### config.mk
export PLATFORM = sky130hd
export DESIGN_NAME = sound_locator_top
export DESIGN_NICKNAME = d
export VERILOG_FILES = /design/src/common/snd_cfg_pkg.sv /design/src/common/snd_types_pkg.sv /design/src/rtl/adc_spi_rx.sv /design/src/capture/trigger_detect.sv /design/src/capture/capture_buffer.sv /design/src/xcorr/xcorr_engine.sv /design/src/rtl/host_cmd.sv /design/src/rtl/sound_locator_top.sv
export SDC_FILE = /design/constraint.sdc
export NUM_CORES = 2
export LEC_CHECK = 0
export ABC_AREA = 0
export BUFFER_PORTS_ARGS = -buffer_cell sky130_fd_sc_hd__buf_4
export CORE_UTILIZATION = 38
export CTS_CLUSTER_SIZE = 20
export DETAILED_ROUTE_END_ITERATION = 7
export PLACE_DENSITY = 0.65
export SKIP_CTS_REPAIR_TIMING = 1
export SLEW_MARGIN = 0
export SYNTH_ARGS = -nofsm -noshare
export SYNTH_HDL_FRONTEND = slang
export SYNTH_SLANG_ARGS = --single-unit
### constraint.sdc
create_clock -name clk -period 7 [get_ports clk]
set_input_delay 0.35 -clock clk [delete_from_list [all_inputs] [get_ports clk]]
set_output_delay 0.35 -clock clk [all_outputs]
set_load 0.02 [all_outputs]
### src/common/snd_cfg_pkg.sv
package snd_cfg_pkg;

    // adc word format
    localparam int SAMPLE_W       = 10;
    localparam int SAMPLE_MID     = 512;
    // centred sample carries one extra sign bit
    localparam int CTR_W          = SAMPLE_W + 1;

    // conversion timing, in clk cycles
    localparam int SAMPLE_PERIOD  = 40;
    localparam int SAMPLE_TMR_W   = $clog2(SAMPLE_PERIOD);
    localparam int ADC_LEAD_BITS  = 2;
    localparam int ADC_FRAME_BITS = ADC_LEAD_BITS + SAMPLE_W;
    localparam int ADC_BIT_W      = $clog2(ADC_FRAME_BITS + 1);

    // capture ring and frozen frame geometry
    localparam int RING_DEPTH     = 32;
    localparam int RING_AW        = $clog2(RING_DEPTH);
    localparam int FRAME_LEN      = 16;
    localparam int FRAME_IDX_W    = $clog2(FRAME_LEN);
    localparam int PRE_TRIG       = 8;
    // samples stored after the trigger sample
    localparam int POST_TRIG      = FRAME_LEN - PRE_TRIG - 1;
    localparam int POST_W         = $clog2(POST_TRIG);

    // lag search
    localparam int MAX_LAG        = 4;
    localparam int LAG_W          = 4;
    localparam int ACC_W          = 24;

    // host side
    localparam int DEFAULT_THRESH = 100;
    localparam int RESP_W         = 16;

endpackage

### src/common/snd_types_pkg.sv
package snd_types_pkg;

    import snd_cfg_pkg::*;

    // one adc sample, valid for a single clock
    typedef struct packed {
        logic                valid;
        logic [SAMPLE_W-1:0] value;
    } sample_t;

    // frame read request from the engine to both buffers
    typedef struct packed {
        logic [FRAME_IDX_W-1:0] idx;
        logic                   en;
    } frame_rd_t;

    typedef struct packed {
        logic                    valid;
        logic signed [LAG_W-1:0] lag;
        logic signed [ACC_W-1:0] peak;
    } xcorr_result_t;

    typedef enum logic [3:0] {
        SET_THRESH = 4'h1,
        ARM        = 4'h2,
        READ       = 4'h3
    } cmd_op_e;

    // threshold load layout
    typedef struct packed {
        cmd_op_e             op;
        logic [SAMPLE_W-1:0] thresh;
        logic [1:0]          spare;
    } cmd_thresh_t;

    // readback layout
    typedef struct packed {
        cmd_op_e    op;
        logic [1:0] sel;
        logic [9:0] spare;
    } cmd_read_t;

    // op sits in the same bits in both views
    typedef union packed {
        cmd_thresh_t thresh_view;
        cmd_read_t   read_view;
    } cmd_u;

    typedef logic [RESP_W-1:0] resp_t;

endpackage

### src/rtl/adc_spi_rx.sv
`timescale 1ns/1ps

module adc_spi_rx import snd_cfg_pkg::*, snd_types_pkg::*; (
    input  logic    clk,
    input  logic    rst_n,
    output logic    cs_n,
    output logic    sclk,
    input  logic    sdo,
    output sample_t sample
);

    logic [SAMPLE_TMR_W-1:0]   tmr;
    logic [ADC_BIT_W-1:0]      bit_cnt;
    logic [SAMPLE_W-1:0]       shreg;
    logic                      shift_en;
    logic                      last_bit;
    logic                      valid_q;
    logic [SAMPLE_W-1:0]       value_q;

    // sample on the clk edge that raises sclk
    assign shift_en = !cs_n && !sclk;
    // sclk high with all bits in, frame ends on this edge
    assign last_bit = !cs_n && sclk && (bit_cnt == ADC_BIT_W'(ADC_FRAME_BITS));

    // free running, starts at reset so both readers stay aligned
    always_ff @(posedge clk or negedge rst_n) begin
        if (!rst_n) begin
            tmr <= '0;
        end else if (tmr == SAMPLE_TMR_W'(SAMPLE_PERIOD - 1)) begin
            tmr <= '0;
        end else begin
            tmr <= tmr + 1'b1;
        end
    end

    always_ff @(posedge clk or negedge rst_n) begin
        if (!rst_n) begin
            cs_n    <= 1'b1;
            sclk    <= 1'b0;
            bit_cnt <= '0;
            valid_q <= 1'b0;
        end else begin
            valid_q <= 1'b0;
            if (tmr == '0) begin
                // open a new conversion
                cs_n    <= 1'b0;
                bit_cnt <= '0;
            end else if (shift_en) begin
                sclk    <= 1'b1;
                bit_cnt <= bit_cnt + 1'b1;
            end else if (!cs_n) begin
                sclk <= 1'b0;
                if (last_bit) begin
                    cs_n    <= 1'b1;
                    valid_q <= 1'b1;
                end
            end
        end
    end

    // leading zeros fall off the top of the word
    always_ff @(posedge clk) begin
        if (shift_en) begin
            shreg <= {shreg[SAMPLE_W-2:0], sdo};
        end
        if (last_bit) begin
            value_q <= shreg;
        end
    end

    assign sample.valid = valid_q;
    assign sample.value = value_q;

endmodule

### src/capture/trigger_detect.sv
`timescale 1ns/1ps

module trigger_detect import snd_cfg_pkg::*, snd_types_pkg::*; (
    input  logic                clk,
    input  logic                rst_n,
    input  sample_t             sample,
    input  logic [SAMPLE_W-1:0] threshold,
    input  logic                arm_pulse,
    output logic                trig,
    output logic [SAMPLE_W-1:0] trig_value
);

    logic signed [CTR_W-1:0] centred;
    logic [SAMPLE_W-1:0]     mag;
    logic                    armed;
    logic                    fire;

    // remove the mid-scale offset
    assign centred = $signed({1'b0, sample.value}) - CTR_W'(SAMPLE_MID);
    // magnitude, -512 wraps to 512 in the low bits
    assign mag  = centred[CTR_W-1] ? SAMPLE_W'(-centred) : SAMPLE_W'(centred);
    // strictly above threshold
    assign fire = sample.valid && armed && (mag > threshold);

    always_ff @(posedge clk or negedge rst_n) begin
        if (!rst_n) begin
            armed      <= 1'b1;
            trig       <= 1'b0;
            trig_value <= '0;
        end else begin
            trig <= fire;
            // single shot until the host re-arms
            if (arm_pulse) begin
                armed <= 1'b1;
            end else if (fire) begin
                armed <= 1'b0;
            end
            if (fire) begin
                trig_value <= sample.value;
            end
        end
    end

endmodule

### src/capture/capture_buffer.sv
`timescale 1ns/1ps

module capture_buffer import snd_cfg_pkg::*, snd_types_pkg::*; (
    input  logic                clk,
    input  logic                rst_n,
    input  sample_t             sample,
    input  logic                trig,
    input  logic                arm_pulse,
    input  frame_rd_t           rd,
    output logic [SAMPLE_W-1:0] rd_data,
    output logic                frozen
);

    logic [SAMPLE_W-1:0] mem [RING_DEPTH];
    logic [RING_AW-1:0]  wr_ptr;
    logic [RING_AW-1:0]  trig_slot;
    logic [RING_AW-1:0]  rd_addr;
    logic [POST_W-1:0]   post_cnt;
    logic                triggered;
    logic                wr_en;

    // writes stop once the frame is frozen
    assign wr_en   = sample.valid && !frozen;
    // frame index 0 is PRE_TRIG slots before the trigger sample
    assign rd_addr = trig_slot - RING_AW'(PRE_TRIG) + RING_AW'(rd.idx);

    always_ff @(posedge clk) begin
        if (wr_en) begin
            mem[wr_ptr] <= sample.value;
        end
        // one clock read latency
        if (rd.en) begin
            rd_data <= mem[rd_addr];
        end
    end

    always_ff @(posedge clk or negedge rst_n) begin
        if (!rst_n) begin
            wr_ptr    <= '0;
            trig_slot <= '0;
            post_cnt  <= '0;
            triggered <= 1'b0;
            frozen    <= 1'b0;
        end else begin
            if (wr_en) begin
                wr_ptr <= wr_ptr + 1'b1;
            end
            if (arm_pulse) begin
                // back to collecting
                triggered <= 1'b0;
                frozen    <= 1'b0;
                post_cnt  <= '0;
            end else if (trig && !triggered && !frozen) begin
                // trig lags valid by one clock, so the last write is the trigger sample
                triggered <= 1'b1;
                trig_slot <= wr_ptr - 1'b1;
                post_cnt  <= '0;
            end else if (triggered && wr_en) begin
                post_cnt <= post_cnt + 1'b1;
                // seventh sample after the trigger closes the frame
                if (post_cnt == POST_W'(POST_TRIG - 1)) begin
                    triggered <= 1'b0;
                    frozen    <= 1'b1;
                end
            end
        end
    end

endmodule

### src/xcorr/xcorr_engine.sv
`timescale 1ns/1ps

module xcorr_engine import snd_cfg_pkg::*, snd_types_pkg::*; (
    input  logic                clk,
    input  logic                rst_n,
    input  logic                frozen_x,
    input  logic                frozen_y,
    output frame_rd_t           rd,
    input  logic [SAMPLE_W-1:0] data_x,
    input  logic [SAMPLE_W-1:0] data_y,
    input  logic                arm_pulse,
    output xcorr_result_t       result
);

    typedef enum logic [2:0] {IDLE, LOAD, RUN, CMP, DONE} state_e;

    state_e                   state;
    logic [FRAME_IDX_W:0]     ld_cnt;
    logic                     rd_pend;
    logic [FRAME_IDX_W-1:0]   rd_idx_q;
    logic signed [CTR_W-1:0]  x_buf [FRAME_LEN];
    logic signed [CTR_W-1:0]  y_buf [FRAME_LEN];
    logic signed [LAG_W-1:0]  lag;
    logic signed [LAG_W-1:0]  next_lag;
    logic signed [LAG_W-1:0]  best_lag;
    logic [FRAME_IDX_W-1:0]   i_idx;
    logic [FRAME_IDX_W-1:0]   i_end;
    logic [FRAME_IDX_W-1:0]   y_idx;
    logic [FRAME_IDX_W-1:0]   next_start;
    logic signed [2*CTR_W-1:0] prod;
    logic signed [ACC_W-1:0]  acc;
    logic signed [ACC_W-1:0]  best_sum;

    // same index to both buffers while loading
    assign rd.en  = (state == LOAD) && !ld_cnt[FRAME_IDX_W];
    assign rd.idx = ld_cnt[FRAME_IDX_W-1:0];

    // overlap window for the current and next lag
    assign next_lag   = lag + LAG_W'(1);
    assign next_start = next_lag[LAG_W-1] ? FRAME_IDX_W'(-next_lag) : '0;
    assign i_end      = lag[LAG_W-1] ? FRAME_IDX_W'(FRAME_LEN - 1)
                                     : FRAME_IDX_W'(FRAME_LEN - 1) - FRAME_IDX_W'(lag);
    // wraps mod 16, always inside the window
    assign y_idx = i_idx + FRAME_IDX_W'(lag);
    // the single multiplier
    assign prod  = x_buf[i_idx] * y_buf[y_idx];

    // local copies, centred on the way in
    always_ff @(posedge clk) begin
        rd_idx_q <= rd.idx;
        if (rd_pend) begin
            x_buf[rd_idx_q] <= $signed({1'b0, data_x}) - CTR_W'(SAMPLE_MID);
            y_buf[rd_idx_q] <= $signed({1'b0, data_y}) - CTR_W'(SAMPLE_MID);
        end
    end

    always_ff @(posedge clk or negedge rst_n) begin
        if (!rst_n) begin
            state    <= IDLE;
            ld_cnt   <= '0;
            rd_pend  <= 1'b0;
            lag      <= '0;
            i_idx    <= '0;
            acc      <= '0;
            best_lag <= '0;
            best_sum <= '0;
        end else begin
            rd_pend <= rd.en;
            if (arm_pulse) begin
                // new capture starts with an empty result
                state    <= IDLE;
                best_lag <= '0;
                best_sum <= '0;
            end else begin
                case (state)
                    IDLE: begin
                        if (frozen_x && frozen_y) begin
                            state  <= LOAD;
                            ld_cnt <= '0;
                        end
                    end
                    LOAD: begin
                        if (ld_cnt[FRAME_IDX_W]) begin
                            // last pair lands on this edge
                            state    <= RUN;
                            lag      <= -LAG_W'(MAX_LAG);
                            i_idx    <= FRAME_IDX_W'(MAX_LAG);
                            acc      <= '0;
                            best_sum <= {1'b1, {(ACC_W-1){1'b0}}};
                        end else begin
                            ld_cnt <= ld_cnt + 1'b1;
                        end
                    end
                    RUN: begin
                        // one product per clock
                        acc <= acc + prod;
                        if (i_idx == i_end) begin
                            state <= CMP;
                        end else begin
                            i_idx <= i_idx + 1'b1;
                        end
                    end
                    CMP: begin
                        // strict compare keeps the more negative lag on a tie
                        if (acc > best_sum) begin
                            best_sum <= acc;
                            best_lag <= lag;
                        end
                        if (lag == LAG_W'(MAX_LAG)) begin
                            state <= DONE;
                        end else begin
                            lag   <= next_lag;
                            i_idx <= next_start;
                            acc   <= '0;
                            state <= RUN;
                        end
                    end
                    default: begin
                        // DONE holds the result until re-armed
                        state <= DONE;
                    end
                endcase
            end
        end
    end

    assign result.valid = (state == DONE);
    assign result.lag   = best_lag;
    assign result.peak  = best_sum;

endmodule

### src/rtl/host_cmd.sv
`timescale 1ns/1ps

module host_cmd import snd_cfg_pkg::*, snd_types_pkg::*; (
    input  logic                clk,
    input  logic                rst_n,
    input  logic                cmd_req,
    input  cmd_u                cmd,
    output logic                cmd_ack,
    output resp_t               resp,
    output logic [SAMPLE_W-1:0] threshold,
    output logic                arm_pulse,
    input  logic [SAMPLE_W-1:0] trig_value,
    input  logic                frozen_x,
    input  xcorr_result_t       result
);

    typedef enum logic [1:0] {H_IDLE, H_EXEC, H_ACK} hstate_e;

    hstate_e state;
    resp_t   resp_next;

    // readback mux, zero for anything but READ
    always_comb begin
        resp_next = '0;
        if (cmd.read_view.op == READ) begin
            case (cmd.read_view.sel)
                2'd0: resp_next = {result.valid, frozen_x && !result.valid, 6'b0,
                                   {(8-LAG_W){result.lag[LAG_W-1]}}, result.lag};
                2'd1: resp_next = RESP_W'(trig_value);
                2'd2: resp_next = result.peak[ACC_W-1 -: RESP_W];
                default: resp_next = '0;
            endcase
        end
    end

    always_ff @(posedge clk or negedge rst_n) begin
        if (!rst_n) begin
            state     <= H_IDLE;
            cmd_ack   <= 1'b0;
            resp      <= '0;
            threshold <= SAMPLE_W'(DEFAULT_THRESH);
            arm_pulse <= 1'b0;
        end else begin
            arm_pulse <= 1'b0;
            case (state)
                H_IDLE: begin
                    if (cmd_req) begin
                        state <= H_EXEC;
                    end
                end
                H_EXEC: begin
                    // act once, then hold ack with resp stable
                    resp    <= resp_next;
                    cmd_ack <= 1'b1;
                    state   <= H_ACK;
                    if (cmd.thresh_view.op == SET_THRESH) begin
                        threshold <= cmd.thresh_view.thresh;
                    end
                    if (cmd.thresh_view.op == ARM) begin
                        arm_pulse <= 1'b1;
                    end
                end
                default: begin
                    // wait for the host to drop req
                    if (!cmd_req) begin
                        cmd_ack <= 1'b0;
                        state   <= H_IDLE;
                    end
                end
            endcase
        end
    end

endmodule

### src/rtl/sound_locator_top.sv
`timescale 1ns/1ps

module sound_locator_top import snd_cfg_pkg::*, snd_types_pkg::*; (
    input  logic  clk,
    input  logic  rst_n,
    output logic  adc_x_cs_n,
    output logic  adc_x_sclk,
    input  logic  adc_x_sdo,
    output logic  adc_y_cs_n,
    output logic  adc_y_sclk,
    input  logic  adc_y_sdo,
    input  logic  cmd_req,
    input  cmd_u  cmd,
    output logic  cmd_ack,
    output resp_t resp
);

    sample_t             smp_x;
    sample_t             smp_y;
    logic                trig;
    logic [SAMPLE_W-1:0] trig_value;
    logic [SAMPLE_W-1:0] threshold;
    logic                arm_pulse;
    logic                frozen_x;
    logic                frozen_y;
    frame_rd_t           frame_rd;
    logic [SAMPLE_W-1:0] rd_data_x;
    logic [SAMPLE_W-1:0] rd_data_y;
    xcorr_result_t       result;

    // readers run in lockstep from reset
    adc_spi_rx i_adc_x (
        .clk    (clk),
        .rst_n  (rst_n),
        .cs_n   (adc_x_cs_n),
        .sclk   (adc_x_sclk),
        .sdo    (adc_x_sdo),
        .sample (smp_x)
    );

    adc_spi_rx i_adc_y (
        .clk    (clk),
        .rst_n  (rst_n),
        .cs_n   (adc_y_cs_n),
        .sclk   (adc_y_sclk),
        .sdo    (adc_y_sdo),
        .sample (smp_y)
    );

    // trigger watches channel x only
    trigger_detect i_trigger (
        .clk        (clk),
        .rst_n      (rst_n),
        .sample     (smp_x),
        .threshold  (threshold),
        .arm_pulse  (arm_pulse),
        .trig       (trig),
        .trig_value (trig_value)
    );

    capture_buffer i_capture_x (
        .clk       (clk),
        .rst_n     (rst_n),
        .sample    (smp_x),
        .trig      (trig),
        .arm_pulse (arm_pulse),
        .rd        (frame_rd),
        .rd_data   (rd_data_x),
        .frozen    (frozen_x)
    );

    capture_buffer i_capture_y (
        .clk       (clk),
        .rst_n     (rst_n),
        .sample    (smp_y),
        .trig      (trig),
        .arm_pulse (arm_pulse),
        .rd        (frame_rd),
        .rd_data   (rd_data_y),
        .frozen    (frozen_y)
    );

    xcorr_engine i_xcorr (
        .clk       (clk),
        .rst_n     (rst_n),
        .frozen_x  (frozen_x),
        .frozen_y  (frozen_y),
        .rd        (frame_rd),
        .data_x    (rd_data_x),
        .data_y    (rd_data_y),
        .arm_pulse (arm_pulse),
        .result    (result)
    );

    host_cmd i_host (
        .clk        (clk),
        .rst_n      (rst_n),
        .cmd_req    (cmd_req),
        .cmd        (cmd),
        .cmd_ack    (cmd_ack),
        .resp       (resp),
        .threshold  (threshold),
        .arm_pulse  (arm_pulse),
        .trig_value (trig_value),
        .frozen_x   (frozen_x),
        .result     (result)
    );

endmodule

==> impl_metrics.xml <==
<?xml version="1.0" encoding="UTF-8"?>
<metrics>
  <group name="setup_path">
    <metric name="timing.critical_path.max_delay_family" unit="">adder cells</metric>
    <metric name="worstPathMaxFanout" unit="">8</metric>
    <metric name="worstSetupEndpoint" unit="">i_xcorr.acc[23]</metric>
    <metric name="critical_path.n_buffers_inverters" unit="">9</metric>
    <metric name="crit_path_max_incr_delay" unit="ns">0.63</metric>
    <metric name="cp_num_cells" unit="">29</metric>
    <metric name="worst-setup-path-type" unit="">reg2reg</metric>
    <metric name="worst_ep_arrival_time" unit="ns">7.93</metric>
    <metric name="crit_path_end_kind" unit="">flop</metric>
    <metric name="timing.critical_path.from" unit="">i_xcorr.i_idx[0]</metric>
    <metric name="crit_required" unit="ns">7.64</metric>
    <metric name="crit-reg2reg-capture" unit="">i_xcorr.acc[23]</metric>
    <metric name="r2r_cells" unit="">29</metric>
    <metric name="worst_setup_path_start_kind" unit="">flop</metric>
    <metric name="reg2reg_setup_slack" unit="ns">-0.29</metric>
    <metric name="timing.critical_path.slowest_stage_cell" unit="">sky130_fd_sc_hd__fa_2</metric>
    <metric name="critical_path.reg2reg.startpoint" unit="">i_xcorr.i_idx[0]</metric>
  </group>
  <group name="cells_and_area">
    <metric name="finalNetCount" unit="">3637</metric>
    <metric name="antenna_cells" unit="">0</metric>
    <metric name="filler_cell_count" unit="">11800</metric>
    <metric name="layout.cells.most_common_list" unit="">sky130_fd_sc_hd__edfxtp_1, sky130_fd_sc_hd__mux4_2, sky130_fd_sc_hd__inv_1, sky130_fd_sc_hd__buf_4, sky130_fd_sc_hd__dfrtp_1</metric>
    <metric name="drive_gt1_share" unit="%">25.4</metric>
    <metric name="final_common_cell" unit="">sky130_fd_sc_hd__edfxtp_1</metric>
    <metric name="final-instance-count-excl-fill" unit="">5292</metric>
    <metric name="areaGrowthSynthToFinish" unit="%">15.8</metric>
  </group>
  <group name="die">
    <metric name="num_rows" unit="">136</metric>
    <metric name="chipHeight" unit="um">376</metric>
    <metric name="floorplan.core_area" unit="mm2">0.138</metric>
    <metric name="ios" unit="">42</metric>
    <metric name="initial_utilization" unit="%">38.5</metric>
    <metric name="die_width" unit="um">376</metric>
    <metric name="die_area" unit="mm2">0.141</metric>
  </group>
  <group name="sta">
    <metric name="fmax" unit="GHz">0.137</metric>
    <metric name="grt_setup_unrepaired" unit="">yes</metric>
    <metric name="final_max_slew_viol_count" unit="">0</metric>
    <metric name="postLayoutSetupSlackWorst" unit="ns">-0.285</metric>
    <metric name="slew-limit-headroom" unit="%">16.3</metric>
    <metric name="min_period" unit="ns">7.29</metric>
    <metric name="finalHoldViolCount" unit="">0</metric>
    <metric name="timing.setup.tns" unit="ns">-0.968</metric>
    <metric name="clock_skew" unit="ns">0.0669</metric>
    <metric name="max_slew.worst_pin.slew" unit="ns">1.26</metric>
    <metric name="period_share" unit="%">104</metric>
    <metric name="finalSetupViolations" unit="">5</metric>
  </group>
  <group name="outcome">
    <metric name="outcome" unit="">finished with violations</metric>
    <metric name="failing_checks" unit="">setup timing</metric>
  </group>
  <group name="detailed_routing">
    <metric name="via_per_inst" unit="">5.12</metric>
    <metric name="routed_wl" unit="um">110000</metric>
    <metric name="remaining_drc_errors" unit="">0</metric>
    <metric name="number_of_detailed_routing_iterations_run_before_antenna_repair" unit="">5</metric>
    <metric name="via_count" unit="">27100</metric>
    <metric name="post_drt_wl_per_cell" unit="um">20.7</metric>
    <metric name="ant_nets" unit="">0</metric>
    <metric name="dr.first_iter.drc_count" unit="">2421</metric>
  </group>
  <group name="logic_synthesis">
    <metric name="edff_count_synth" unit="">1020</metric>
    <metric name="synth_fp_nets" unit="">3394</metric>
    <metric name="yosys_register_bits" unit="">1191</metric>
    <metric name="post_synth.cell_area_avg" unit="um2">17.2</metric>
    <metric name="synth_top_area_share" unit="%">57.7</metric>
    <metric name="synthDominantAreaCellType" unit="">sky130_fd_sc_hd__edfxtp_1</metric>
    <metric name="synth-seq-area-share" unit="%">65.7</metric>
    <metric name="synth-main-ff-cell" unit="">sky130_fd_sc_hd__edfxtp_1</metric>
    <metric name="synth_area" unit="mm2">0.0531</metric>
    <metric name="synth_top_cells_by_area" unit="">sky130_fd_sc_hd__edfxtp_1, sky130_fd_sc_hd__mux4_2, sky130_fd_sc_hd__dfrtp_1</metric>
    <metric name="post_synth_num_cell_types" unit="">72</metric>
    <metric name="async_reset_ff_share" unit="%">14.0</metric>
    <metric name="synthCells" unit="">3086</metric>
    <metric name="yosys_warnings" unit="">0</metric>
  </group>
  <group name="global_route">
    <metric name="globalRouteTotalUtil" unit="%">15.8</metric>
    <metric name="grt_start_max_net_pins" unit="">101</metric>
    <metric name="antenna_found_initial" unit="">0</metric>
    <metric name="grt_pass1_wl" unit="um">171000</metric>
    <metric name="grt_overflow" unit="">0</metric>
    <metric name="first_global_vias" unit="">28200</metric>
  </group>
  <group name="clock_network">
    <metric name="clkTransAtPathRegs" unit="ns">0.06</metric>
    <metric name="tritoncts" unit="">yes</metric>
    <metric name="ctsHtreeMaxLevel" unit="">3</metric>
    <metric name="cts_max_path_buffers" unit="">3</metric>
    <metric name="root_buffer" unit="">sky130_fd_sc_hd__clkbuf_16</metric>
    <metric name="cts_inserted_buffers" unit="">115</metric>
    <metric name="insertion_delay" unit="ns">0.73</metric>
    <metric name="numClockSinks" unit="">1191</metric>
  </group>
  <group name="place">
    <metric name="buffer_ports.inserted" unit="">39</metric>
    <metric name="place.gp.congestion" unit="">0.802</metric>
    <metric name="place.detailed.hpwl" unit="um">70500</metric>
    <metric name="place.detailed.instances" unit="">5039</metric>
  </group>
  <group name="pwr">
    <metric name="p_per_area" unit="mW/mm2">233</metric>
    <metric name="leakage" unit="nW">21.5</metric>
    <metric name="vdd_ir_max" unit="V">0.000202</metric>
    <metric name="power" unit="mW">14.3</metric>
  </group>
  <group name="min_path">
    <metric name="min-delay-path-class" unit="">in2reg</metric>
  </group>
  <group name="job">
    <metric name="maxCapViolations" unit="">0</metric>
  </group>
</metrics>
state kept, by name, indices dropped and copies added (netlist names), 6 cells and up:
name / flops
i_adc_x.shreg: 10
i_adc_x.tmr: 6
i_adc_x.value_q: 10
i_adc_y.shreg: 10
i_adc_y.tmr: 6
i_adc_y.value_q: 10
i_capture_x.mem: 320
i_capture_x.rd_data: 10
i_capture_y.mem: 320
i_capture_y.rd_data: 10
i_host.resp: 16
i_host.threshold: 10
i_trigger.trig_value: 10
i_xcorr.acc: 24
i_xcorr.best_sum: 24
i_xcorr.x_buf: 160
i_xcorr.y_buf: 160
cell type report:
class	count	area [um2]	share of cell area, %
multi-input combinational	1489	17200	28.0
timing repair buffer	250	2170	3.53
sequential	1191	34900	56.7
clock buffer	157	3180	5.16
inverter	282	1060	1.73
clock inverter	60	654	1.06
tap	1863	2330	3.79
cell usage after synthesis, drive strengths merged, types with 19 or more instances:
master / number
nand2b: 19
a21oi: 66
buf: 44
edfxtp: 1020
ha: 140
mux4: 289
dfrtp: 161
nor2: 171
clkbuf: 80
mux2i: 21
nor2b: 35
nor3: 24
mux2: 45
inv: 282
xor2: 25
xnor2: 41
o21ai: 88
fa: 147
nand3: 25
a22o: 29
nand2: 154
routing by layer:
metal	track usage (%)	part of all wire [%]	routed length, um
met3	2.12	4.6	5040
met5	0	0	0
met2	25.5	48	53000
met1	22.4	45	49700
met4	4.23	1.8	2000
report_power, final:
group / switching, mW / internal [mW]
sequential: 0.0347 / 7.68
clock: 2.65 / 3.56
combinational: 0.207 / 0.176
total: 2.89 / 11.4
worst min path at each step:
stage	start	end	slack (ns)	cells past startpoint
finish	cmd[11]	i_host.threshold[9]	0.04	2
global route	cmd[11]	i_host.threshold[9]	0.05	2
CTS	rst_n	i_adc_x.bit_cnt[0]	-0.28	1
detailed placement	i_adc_x.shreg[9]	i_adc_x.value_q[9]	0.41	0
global placement	i_adc_x.shreg[9]	i_adc_x.value_q[9]	0.40	0
floorplan	rst_n	i_adc_x.bit_cnt[0]	0.05	0
metrics by stage:
stage | worst slack (ns) | hold WS (ns) | util [%] | cell area, um2
after floorplan | 0.0196 | 0.0544 | - | 53200
after CTS | -0.449 | -0.276 | 44.0 | 60700
after global routing | -0.539 | 0.0532 | 44.6 | 61500
after detailed placement | -0.365 | 0.407 | 41.2 | 56900
after global placement | -0.303 | 0.403 | 41.2 | 56900
final | -0.285 | 0.0419 | 44.6 | 61500
cell families (layout without fill, tap and decap cells):
family / count (synthesis) / in the layout / synth area share, %
AOI/OAI and AO/OA: 271 / 271 / 3.31
DFF: 1191 / 1191 / 65.7
and+or+nand+nor: 510 / 510 / 4.47
xor gates and xnor gates: 66 / 66 / 1.09
buffers and inverters: 406 / 749 / 2.99
adders and majority gates: 287 / 287 / 8.84
muxes: 355 / 355 / 13.6
worst register-to-register path: cells and delay by family, from the launching register on:
family                   cells  cell delay, ns
adder cells (fa/ha/maj)      8            3.48
AND/OR/NAND/NOR              5            1.12
buffers and inverters        9            0.81
AO/OA/AOI/OAI                5            0.80
multiplexers                 2            0.56
flip-flops                   1            0.43
(Power assumes the default switching activity.)
